**src/rtl/csa_pkg.sv**
```systemverilog
`default_nettype none

package csa_pkg;

	localparam int key_w   = 64; // working key and cipher output.
	localparam int seed_w  = 40; // candidate seed from the requester.
	localparam int out_w   = 48; // low part of the last cipher output.
	localparam int times_w = 32; // iteration count and loop count.
	localparam int id_w    = 8;  // engine core id.

	// zero bits above the id in key 0.
	localparam int key_pad_w = key_w - id_w - seed_w;

	localparam int key_nibbles = key_w / 4;
	localparam int round_steps = 4;  // mixing steps per round.
	localparam int round_rot   = 13; // left rotation after each step.

	localparam logic [key_w-1:0] cipher_const = 64'he613_db6d_c11c_4524;

	// 4-bit permutation, entry 0 listed first.
	localparam logic [3:0] nibble_sbox [16] = '{
		4'hc, 4'h5, 4'h6, 4'hb,
		4'h9, 4'h0, 4'ha, 4'hd,
		4'h3, 4'he, 4'hf, 4'h8,
		4'h4, 4'h7, 4'h1, 4'h2
	};

	typedef logic [key_w-1:0] key_t;

	typedef struct packed {
		logic [times_w-1:0] times; // rounds to run, zero runs one.
		logic [seed_w-1:0]  seed;
	} calc_req_t;

	typedef struct packed {
		logic [out_w-1:0] result;
	} calc_rsp_t;

	typedef enum logic [1:0] {
		st_idle = 2'd0,
		st_run  = 2'd1,
		st_done = 2'd2
	} calc_state_t;

endpackage

`default_nettype wire

```
**src/rtl/csa_calc_ctrl.sv**
```systemverilog
`timescale 1ns/1ps
`default_nettype none

module csa_calc_ctrl (
	input  wire                        clk,
	input  wire                        rst_n,

	input  wire                        req_valid,
	output logic                       req_ready,

	input  wire                        last_round,
	output logic                       load,
	output logic                       step,

	output logic                       rsp_valid,
	input  wire                        rsp_ready,
	input  wire [csa_pkg::out_w-1:0]   cb_low,
	output csa_pkg::calc_rsp_t         rsp
);

	import csa_pkg::*;

	calc_state_t state;
	calc_state_t state_nxt;
	logic        accept;
	logic        taken;
	logic        finish;

	assign req_ready = (state == st_idle);
	assign rsp_valid = (state == st_done);

	assign accept = req_valid && req_ready;
	assign taken  = rsp_valid && rsp_ready;
	assign finish = (state == st_run) && last_round;

	assign load = accept;                            // key 0 and count load together.
	assign step = (state == st_run) && !last_round;  // advance ck, final round is only sampled.

	always_comb begin
		state_nxt = state;
		case (state)
			st_idle: begin
				if (accept) begin
					state_nxt = st_run;
				end
			end
			st_run: begin
				if (last_round) begin
					state_nxt = st_done;
				end
			end
			st_done: begin
				if (taken) begin
					state_nxt = st_idle;
				end
			end
			default: begin
				state_nxt = st_idle;
			end
		endcase
	end

	always_ff @(posedge clk) begin
		if (!rst_n) begin
			state <= st_idle;
		end else begin
			state <= state_nxt;
		end
	end

	// result is held until the response is taken.
	always_ff @(posedge clk) begin
		if (finish) begin
			rsp.result <= cb_low;
		end
	end

	a_rsp_stable: assert property (
		@(posedge clk) disable iff (!rst_n)
		rsp_valid && !rsp_ready |=> rsp_valid && $stable(rsp)
	) else $error("rsp changed while stalled");

endmodule

`default_nettype wire

```
**src/rtl/csa_calc_top.sv**
```systemverilog
`timescale 1ns/1ps
`default_nettype none

module csa_calc_top #(
	parameter logic [csa_pkg::id_w-1:0] core_id = '0
) (
	input  wire                 clk,
	input  wire                 rst_n,

	input  wire                 req_valid,
	input  csa_pkg::calc_req_t  req,
	output logic                req_ready,

	output logic                rsp_valid,
	output csa_pkg::calc_rsp_t  rsp,
	input  wire                 rsp_ready
);

	import csa_pkg::*;

	logic               load;
	logic               step;
	logic               last_round;
	logic [times_w-1:0] loops;
	logic [seed_w-1:0]  seed_q;
	logic [seed_w-1:0]  seed_sel;
	key_t               ck;
	key_t               cb;
	key_t               next_key;

	// req may change once the job is accepted.
	always_ff @(posedge clk) begin
		if (load) begin
			seed_q <= req.seed;
		end
	end

	assign seed_sel = load ? req.seed : seed_q; // the accept edge already needs key 0.

	// working key, loaded on accept and advanced each round edge.
	always_ff @(posedge clk) begin
		if (load || step) begin
			ck <= next_key;
		end
	end

	csa_calc_ctrl i_ctrl (
		.clk        (clk),
		.rst_n      (rst_n),
		.req_valid  (req_valid),
		.req_ready  (req_ready),
		.last_round (last_round),
		.load       (load),
		.step       (step),
		.rsp_valid  (rsp_valid),
		.rsp_ready  (rsp_ready),
		.cb_low     (cb[out_w-1:0]),
		.rsp        (rsp)
	);

	iter_counter i_counter (
		.clk        (clk),
		.rst_n      (rst_n),
		.load       (load),
		.times      (req.times),
		.step       (step),
		.loops      (loops),
		.last_round (last_round)
	);

	key_stepper #(
		.core_id (core_id)
	) i_stepper (
		.seed     (seed_sel),
		.cb       (cb),
		.loops    (loops),
		.first    (load),
		.next_key (next_key)
	);

	stream_round i_round (
		.ck (ck),
		.cb (cb)
	);

endmodule

`default_nettype wire

```
**src/rtl/iter_counter.sv**
```systemverilog
`timescale 1ns/1ps
`default_nettype none

module iter_counter (
	input  wire                          clk,
	input  wire                          rst_n,
	input  wire                          load,
	input  wire [csa_pkg::times_w-1:0]   times,
	input  wire                          step,
	output logic [csa_pkg::times_w-1:0]  loops,
	output logic                         last_round
);

	import csa_pkg::*;

	logic [times_w-1:0] remain;
	logic [times_w-1:0] times_clamped;

	assign times_clamped = (times == '0) ? times_w'(1) : times; // zero runs one round.
	assign last_round    = (remain == times_w'(1));

	// rounds still to run, including the one under way.
	always_ff @(posedge clk) begin
		if (!rst_n) begin
			remain <= '0;
		end else if (load) begin
			remain <= times_clamped;
		end else if (step) begin
			remain <= remain - 1'b1;
		end
	end

	always_ff @(posedge clk) begin
		if (!rst_n) begin
			loops <= '0;
		end else if (load) begin
			loops <= '0;
		end else if (step) begin
			loops <= loops + 1'b1;
		end
	end

	a_step_loaded: assert property (
		@(posedge clk) disable iff (!rst_n)
		step |-> remain != '0
	) else $error("step with no rounds left");

endmodule

`default_nettype wire

```
**src/rtl/key_stepper.sv**
```systemverilog
`timescale 1ns/1ps
`default_nettype none

module key_stepper #(
	parameter logic [csa_pkg::id_w-1:0] core_id = '0
) (
	input  wire [csa_pkg::seed_w-1:0]   seed,
	input  wire [csa_pkg::key_w-1:0]    cb,
	input  wire [csa_pkg::times_w-1:0]  loops,
	input  wire                         first,
	output logic [csa_pkg::key_w-1:0]   next_key
);

	import csa_pkg::*;

	logic [key_w-1:0]   key_init;
	logic [key_w-1:0]   key_step;
	logic [times_w-1:0] loop_idx;

	// key 0 is zero pad, core id, seed.
	assign key_init = {{key_pad_w{1'b0}}, core_id, seed};

	// index of the key being formed.
	assign loop_idx = loops + 1'b1;

	// only the low word takes the loop index.
	assign key_step = {cb[key_w-1:times_w], cb[times_w-1:0] ^ loop_idx};

	assign next_key = first ? key_init : key_step;

endmodule

`default_nettype wire

```
**src/rtl/stream_round.sv**
```systemverilog
`timescale 1ns/1ps
`default_nettype none

module stream_round (
	input  wire [csa_pkg::key_w-1:0]   ck,
	output logic [csa_pkg::key_w-1:0]  cb
);

	import csa_pkg::*;

	// every nibble goes through the same table.
	function automatic key_t sub_nibbles(input key_t v);
		key_t r;
		for (int n = 0; n < key_nibbles; n++) begin
			r[4*n +: 4] = nibble_sbox[v[4*n +: 4]];
		end
		return r;
	endfunction

	function automatic key_t rotl(input key_t v);
		key_t r;
		r = {v[key_w-1-round_rot:0], v[key_w-1:key_w-round_rot]};
		return r;
	endfunction

	key_t stage [round_steps+1];

	assign stage[0] = ck;

	for (genvar s = 0; s < round_steps; s++) begin : g_step
		key_t mixed;
		key_t subst;

		assign mixed        = stage[s] ^ cipher_const; // constant is fixed, not a port.
		assign subst        = sub_nibbles(mixed);
		assign stage[s + 1] = rotl(subst);
	end

	assign cb = stage[round_steps];

endmodule

`default_nettype wire

```
**config.mk**
```make
export PLATFORM = sky130hd
export DESIGN_NAME = csa_calc_top
export DESIGN_NICKNAME = d
export VERILOG_FILES = /design/src/rtl/csa_pkg.sv /design/src/rtl/csa_calc_ctrl.sv /design/src/rtl/csa_calc_top.sv /design/src/rtl/iter_counter.sv /design/src/rtl/key_stepper.sv /design/src/rtl/stream_round.sv
export SDC_FILE = /design/constraint.sdc
export NUM_CORES = 1
export LEC_CHECK = 0
export ABC_AREA = 0
export BUFFER_PORTS_ARGS = -buffer_cell sky130_fd_sc_hd__buf_2
export CORE_UTILIZATION = 50
export CTS_CLUSTER_SIZE = 14
export DETAILED_ROUTE_END_ITERATION = 7
export HOLD_SLACK_MARGIN = 0.02
export MAX_ROUTING_LAYER = met4
export PLACE_DENSITY = 0.7
export SLEW_MARGIN = 20
export SYNTH_ARGS = -nofsm -noshare
export SYNTH_HDL_FRONTEND = slang
export SYNTH_SLANG_ARGS = --single-unit
```
**constraint.sdc**
```tcl
create_clock -name clk -period 5.4 [get_ports clk]
set_clock_uncertainty 0.15 [all_clocks]
set_input_delay 0.27 -clock clk [delete_from_list [all_inputs] [get_ports clk]]
set_output_delay 0.27 -clock clk [all_outputs]
set_load 0.01 [all_outputs]
```
# ---- After elaboration in Yosys (flattened, before gate mapping)
# Memories as Yosys holds them, arrays and structs flattened. A register that Yosys moved wholly into a read port is not among the register bits.
# Index checks and enable logic that the tools add are counted.
dict set report word_totals {
  reg_bits 178
  mem_bits_ro 4096
  output_inout_bits 50
  word_cells 359
  memories 64
}
# name depth word_bits read_ports rd_ports_with_merged_regs write_ports line_no
set mem_list {}
lappend mem_list {{(name not given)} 16 4 1 0 0 stream_round.sv:15} ;# r[4*n +: 4] = nibble_sbox[v[4*n +: 4]];
lappend mem_list {{(name not given)} 16 4 1 0 0 stream_round.sv:15}
lappend mem_list {{(name not given)} 16 4 1 0 0 stream_round.sv:15}
lappend mem_list {{(name not given)} 16 4 1 0 0 stream_round.sv:15}
lappend mem_list {{(name not given)} 16 4 1 0 0 stream_round.sv:15}
lappend mem_list {{(name not given)} 16 4 1 0 0 stream_round.sv:15}
lappend mem_list {{+58 memories} - - - - - -}
dict set report op_classes {
  addsub 2
  order_cmp 64
  n_eq_ne 6
  muxes 136
  bitwise 70
  n_reduce_logical 11
}
# op n
set ops {}
lappend ops {{4-bit 2-to-1 mux} 128}
lappend ops {{5-bit >= comparator (second input constant)} 64}
lappend ops {{4-bit NOT with 5-bit output} 64}
lappend ops {{30-bit NOT} 4}
lappend ops {{32-bit 2-to-1 mux} 3}
lappend ops {{40-bit 2-to-1 mux} 1}
lappend ops {{32-bit by 1-bit adder with 32-bit output (second input constant)} 1}
lappend ops {{32-bit by 1-bit equality test with 1-bit output (second input constant)} 1}
lappend ops {{32-bit zero test} 1}
lappend ops {{32-bit by 1-bit subtractor with 32-bit output (second input constant)} 1}
lappend ops {{32-bit XOR} 1}
lappend ops {{2-bit 2-to-1 mux} 3}
lappend ops {{2-bit case mux with 3 select lines} 1}
lappend ops {{1-bit logical AND} 4}
lappend ops {{2-bit by 1-bit inequality test with 1-bit output (second input constant)} 2}
lappend ops {{3-bit AND reduction} 1}
lappend ops {{2-bit by 1-bit equality test with 1-bit output (second input constant)} 1}
lappend ops {{2-bit equality test (second input constant)} 1}
lappend ops {{2-bit zero test} 1}
lappend ops {{2-bit inequality test (second input constant)} 1}
lappend ops {{2-bit nonzero test} 1}
lappend ops {{2-bit OR reduction} 1}
lappend ops {{1-bit zero test} 1}
lappend ops {{1-bit logical OR} 1}
lappend ops {{1-bit NOT} 1}

# ---- Longest topological paths before layout
dict set report logic_depth {
  word_depth 22
  depth_mapped 22
}

# ---- By module
# From an unflattened synthesis, not the netlist that was laid out.
dict set report unflattened {
  cells_unflattened 2328
  hier_area_um2 22728.0
}
# module n_inst cells_each area_per_inst_um2
set by_module_without_submodules {}
lappend by_module_without_submodules {stream_round 1 1490 12907.4}
lappend by_module_without_submodules {csa_calc_top 1 150 3417.0}
lappend by_module_without_submodules {iter_counter 1 374 3190.6}
lappend by_module_without_submodules {key_stepper 1 253 1660.3}
lappend by_module_without_submodules {csa_calc_ctrl 1 61 1552.7}

# ---- Worst setup path after synthesis
# Ideal clock, no wire load.
dict set report synth_timing {
  kind {reg2reg}
  start {register i_counter.remain[14]}
  end {register i_ctrl.rsp[0] (netlist name)}
  setup_ps 525
  t_arrival_ps 4982
  path_slack_ps -257
  path_stages_with_launch 6
  n_path_buf 0
  period_less_slack_ps 5657
  cell_sequence {dfxtp_1 > or3_1 > nor4_1 > nand2_1 > nand4b_1 > nor3b_1}
}
dict set report synth_between {
  elab_chain_len 2
}
# element line_no
set synth_lines {}
lappend synth_lines {{start: declaration} iter_counter.sv:16} ;# logic [times_w-1:0] remain;
lappend synth_lines {{start signal: assignment} iter_counter.sv:27} ;# remain <= times_clamped;
lappend synth_lines {{start signal: assignment} iter_counter.sv:29} ;# remain <= remain - 1'b1;
lappend synth_lines {{32-bit by 1-bit equality test with 1-bit output} iter_counter.sv:20} ;# assign last_round = (remain == times_w'(1));
lappend synth_lines {{1-bit logical AND} csa_calc_ctrl.sv:34} ;# assign finish = (state == st_run) && last_round;
lappend synth_lines {{net i_ctrl.finish} csa_calc_ctrl.sv:27} ;# logic finish;
# The timed path passes the listed nets, and every way through them passes these cells.
# A chain may end at the register's enable or synchronous reset.

# ---- Worst setup path after layout
dict set report layout_timing {
  start {register ck[41]}
  end {register ck[35] (data pin)}
}
dict set report layout_between {
  elab_chain_len 20
  word_cells_on_any_way 28
  classes_between {13 x mux; 9 x bitwise; 6 x memory}
}
# element line_no
set layout_lines {}
lappend layout_lines {{start: declaration} csa_calc_top.sv:27} ;# key_t ck;
lappend layout_lines {{start signal: assignment} csa_calc_top.sv:43} ;# ck <= next_key;
lappend layout_lines {{30-bit NOT (no source line) (*)} -}
lappend layout_lines {{4-bit NOT with 5-bit output (implied by the code) (*)} stream_round.sv:15}
lappend layout_lines {{memory read 16 x 4 bit (*)} -}
lappend layout_lines {{4-bit 2-to-1 mux (implied by the code) (*) (2 in a row)} stream_round.sv:15}
lappend layout_lines {{4-bit NOT with 5-bit output (implied by the code)} stream_round.sv:15}
lappend layout_lines {{memory read 16 x 4 bit} -}
lappend layout_lines {{4-bit 2-to-1 mux (implied by the code) (2 in a row)} stream_round.sv:15}
lappend layout_lines {{30-bit NOT (no source line)} -}
lappend layout_lines {{[... 2 more ...]} -}
lappend layout_lines {{4-bit 2-to-1 mux (implied by the code) (2 in a row)} stream_round.sv:15}
lappend layout_lines {{30-bit NOT (no source line)} -}
lappend layout_lines {{4-bit NOT with 5-bit output (implied by the code) (*)} stream_round.sv:15}
lappend layout_lines {{memory read 16 x 4 bit (*)} -}
lappend layout_lines {{4-bit 2-to-1 mux (implied by the code) (*) (2 in a row)} stream_round.sv:15}
lappend layout_lines {{net cb[35]} csa_calc_top.sv:28} ;# key_t cb;
lappend layout_lines {{40-bit 2-to-1 mux (*)} key_stepper.sv:29} ;# assign next_key = first ? key_init : key_step;
lappend layout_lines {{net i_stepper.next_key, one bit} key_stepper.sv:11} ;# output logic [csa_pkg::key_w-1:0] next_key
# The timed path passes the listed nets; every way through them passes the cells marked *. The select of a mux whose other input is x is not followed.

==> results.py <==
metrics = {
    "worst_setup_path": {
        "cp.arrival_ns": 5.17,
        "r2r_slack_ns": 0.30,
        "cpMaxStageDelayCell": "o21ai_0",
        "critical_path_peak_fanout": 6,
        "path_buf_inv": 4,
        "endpoint_kind": "flip-flop",
        "criticalPathCategory": "flip-flop to flip-flop",
        "r2r-end": "ck[35]",
        "slowest_delay_ns": 0.61,
        "critPathLaunchType": "flip-flop",
        "reg2regPathDepth": 17,
        "worstReg2RegStart": "ck[41]",
        "crit_required_ns": 5.47,
        "crit_path_cell_trace": "inv_1, ha_1, mux2_2, o21ai_1, ha_1, xnor2_1, mux2i_1, inv_1, ha_1, mux2i_1, o21ai_0, inv_1, ha_1, inv_1, mux4_2, nor2_1, nor2_1",
        "crit_family": "adder cells",
    },
    "timing": {
        "setup_violations": 0,
        "fin_crit_sh_pct": 94.4,
        "finalCriticalPeriod_ns": 5.10,
        "final_hold_viol_count": 0,
        "slew_headroom_pct": 32.1,
        "max_freq_ghz": 0.196,
        "worst_pin_slew_ns": 1.02,
        "drv_slew": 0,
    },
    "synthesis": {
        "ys_warn_count": 0,
        "synth_area_sq_mm": 0.0204,
        "synth-edff-count": 112,
        "synth_area_leaders": "ha_1, edfxtp_1, mux2i_1",
        "ys_types": 88,
        "ys_top_cells_by_count": "ha_1, inv_1, nor2_1",
        "avgSynthCellArea_sq_um": 9.32,
        "synthFlopType": "edfxtp_1",
        "synth_cells": 2187,
        "synth.most_common_cell": "ha_1",
        "synth_fp_nets": 2604,
        "synth_top_area_share_pct": 20.9,
        "async_flop_share_pct": 0,
        "ys_seq_area_share_pct": 23.0,
        "ys_ff_latch": 178,
        "yosysTopAreaCell": "ha_1",
    },
    "floorplanning": {
        "start_util_pct": 51.0,
        "ios": 126,
        "rows": 73,
        "die_h_um": 204,
        "core_sq_mm": 0.0400,
        "fp.dieW_um": 204,
        "fp.dieArea_sq_mm": 0.0416,
    },
    "finish": {
        "regArea_sq_mm": 0.00468,
        "instances_no_fill": 2875,
        "area_delta_synth_final_pct": 11.7,
        "multi_input_area_sq_mm": 0.0145,
        "final.fill_count": 3437,
        "layout-drive-gt1-share_pct": 15.4,
        "nets": 2751,
    },
    "clock_tree": {
        "cts_root_buffer": "clkbuf_16",
        "cts_buffers": 17,
        "post-cts-setup-buffers": 0,
        "cts_tree": "done",
        "clockBufferDepth": 2,
        "cts-htree-levels": 4,
        "numClockSinks": 178,
        "clkTransAtPathRegs_ns": 0.08,
        "clk_latency_ns": 0.47,
    },
    "drt": {
        "wl_per_cell_um": 16.1,
        "antenna_left": 0,
        "vias_per_cell": 5.52,
        "wl_um": 46400,
        "post-route-drc-count": 0,
        "first_pass_iters": 5,
        "drtIter0Drc": 919,
        "vias": 15900,
    },
    "placed_design": {
        "dp_cells": 2777,
        "portBuffers": 125,
        "gp_congestion": 0.890,
        "post-dp-hpwl_um": 34800,
    },
    "worst_hold_path": {
        "hp-class": "input pin to flip-flop",
        "min_to": "ck[31]",
        "hold_depth": 3,
        "hp-start": "req[31]",
    },
    "global_route": {
        "grt_max_degree": 82,
        "antenna_found_initial": 3,
        "grt_pass1_wl_um": 75900,
        "overflow": 0,
        "grtUsageTotal_pct": 23.1,
        "grt_pass1_vias": 15700,
    },
    "run_status": {
        "outcome": "complete, no violations",
    },
    "run": {
        "drv_cap": 0,
    },
}
placed cells by master (no fill, tap or decap), types with 10 or more instances in the layout:
| master | n |
|---|---|
| nand2_1 | 97 |
| or2_2 | 11 |
| nor2b_1 | 21 |
| xor2_1 | 44 |
| nor3b_1 | 10 |
| dfxtp_1 | 66 |
| dlygate4sd3_1 | 63 |
| o21ai_1 | 14 |
| nand4_1 | 12 |
| mux2i_1 | 185 |
| o21ai_0 | 75 |
| ha_1 | 341 |
| nor4_1 | 20 |
| edfxtp_1 | 112 |
| nand3_1 | 34 |
| buf_2 | 125 |
| a211oi_1 | 19 |
| inv_1 | 240 |
| or3_1 | 20 |
| and2_1 | 13 |
| o21a_1 | 15 |
| nor2_1 | 191 |
| buf_4 | 23 |
| xnor2_1 | 84 |
| mux2_2 | 68 |
| a21o_1 | 10 |
| nand2b_1 | 18 |
| mux2i_2 | 12 |
| mux4_2 | 51 |
| a21oi_1 | 102 |
| nor3_1 | 46 |
| o211ai_1 | 16 |
| clkbuf_16 | 18 |
how the worst max path moves through the flow:
stage / from / endpoint / slack [ns] / cells past startpoint
finish: ck[41] / ck[35] / 0.30 / 17
global route: ck[36] / ck[25] / -0.02 / 20
CTS: ck[36] / ck[25] / 0.13 / 18
detailed placement: ck[37] / ck[25] / 0.24 / 18
global placement: ck[16] / ck[7] / 0.50 / 19
floorplan: ck[21] / ck[12] / 0.78 / 16
logic make-up (layout without fill, tap and decap cells):
kind of cell	after synthesis	count (layout)	synth area share, %
simple gates	524	524	12.3
buf+inv	328	488	6.40
flops	178	178	23.0
xor+xnor	133	133	5.78
mux	334	334	20.6
other cells	0	3	0
fa+ha+maj	341	341	20.9
compound gates	349	349	11.0
timing repair:
action,in CTS,in global routing
endpoints found under the hold margin,63,0
hold buffers,63,0
endpoints found under the setup margin,0,14
gates resized for setup,0,11
state kept, by name, indices dropped and copies added (netlist names):
| register | cells |
|---|---|
| i_ctrl.state | 2 |
| i_counter.loops | 32 |
| i_counter.remain | 32 |
| i_ctrl.rsp | 48 |
| ck | 64 |
layout make-up:
cell class              count  area share [%]
diodes                      3          0.0330
inverters                 244            4.02
clock buffers              18            1.98
well taps                 525            2.89
multi-input cells        1681            63.5
flip-flops and latches    178            20.6
clock inverters            14           0.599
repair buffers            212            6.36
tightest hold or removal path: stages:
cell and delay, ns:
buf_2 0.10, nor2_1 0.05, a31oi_1 0.12
per-stage QoR:
stage / utilization (%) / setup slack [ns] / area, sq um / setup TNS [ns] / hold WS [ns]
global placement: 53.7 / 0.505 / 21500 / 0 / 0.301
global route: 56.9 / -0.0203 / 22800 / -0.0381 / 0.0480
detailed placement: 53.7 / 0.237 / 21500 / 0 / 0.324
finish: 56.9 / 0.301 / 22800 / 0 / 0.0566
floorplan: - / 0.780 / 20400 / 0 / 0.258
CTS: 56.8 / 0.126 / 22700 / 0 / 0.0250
per-layer routing:
layer  global-route usage (%)  part of all wire [%]  wire [um]
met1                     27.6                    44      20300
met2                     39.3                    49      22800
met3                     3.70                   4.2       1960
met4                     8.43                   2.7       1270
met5                        -                     0          0
Power is left out: the tool's default activity adds up to more than one toggle a clock period on the data nets, which glitch-free logic cannot reach.
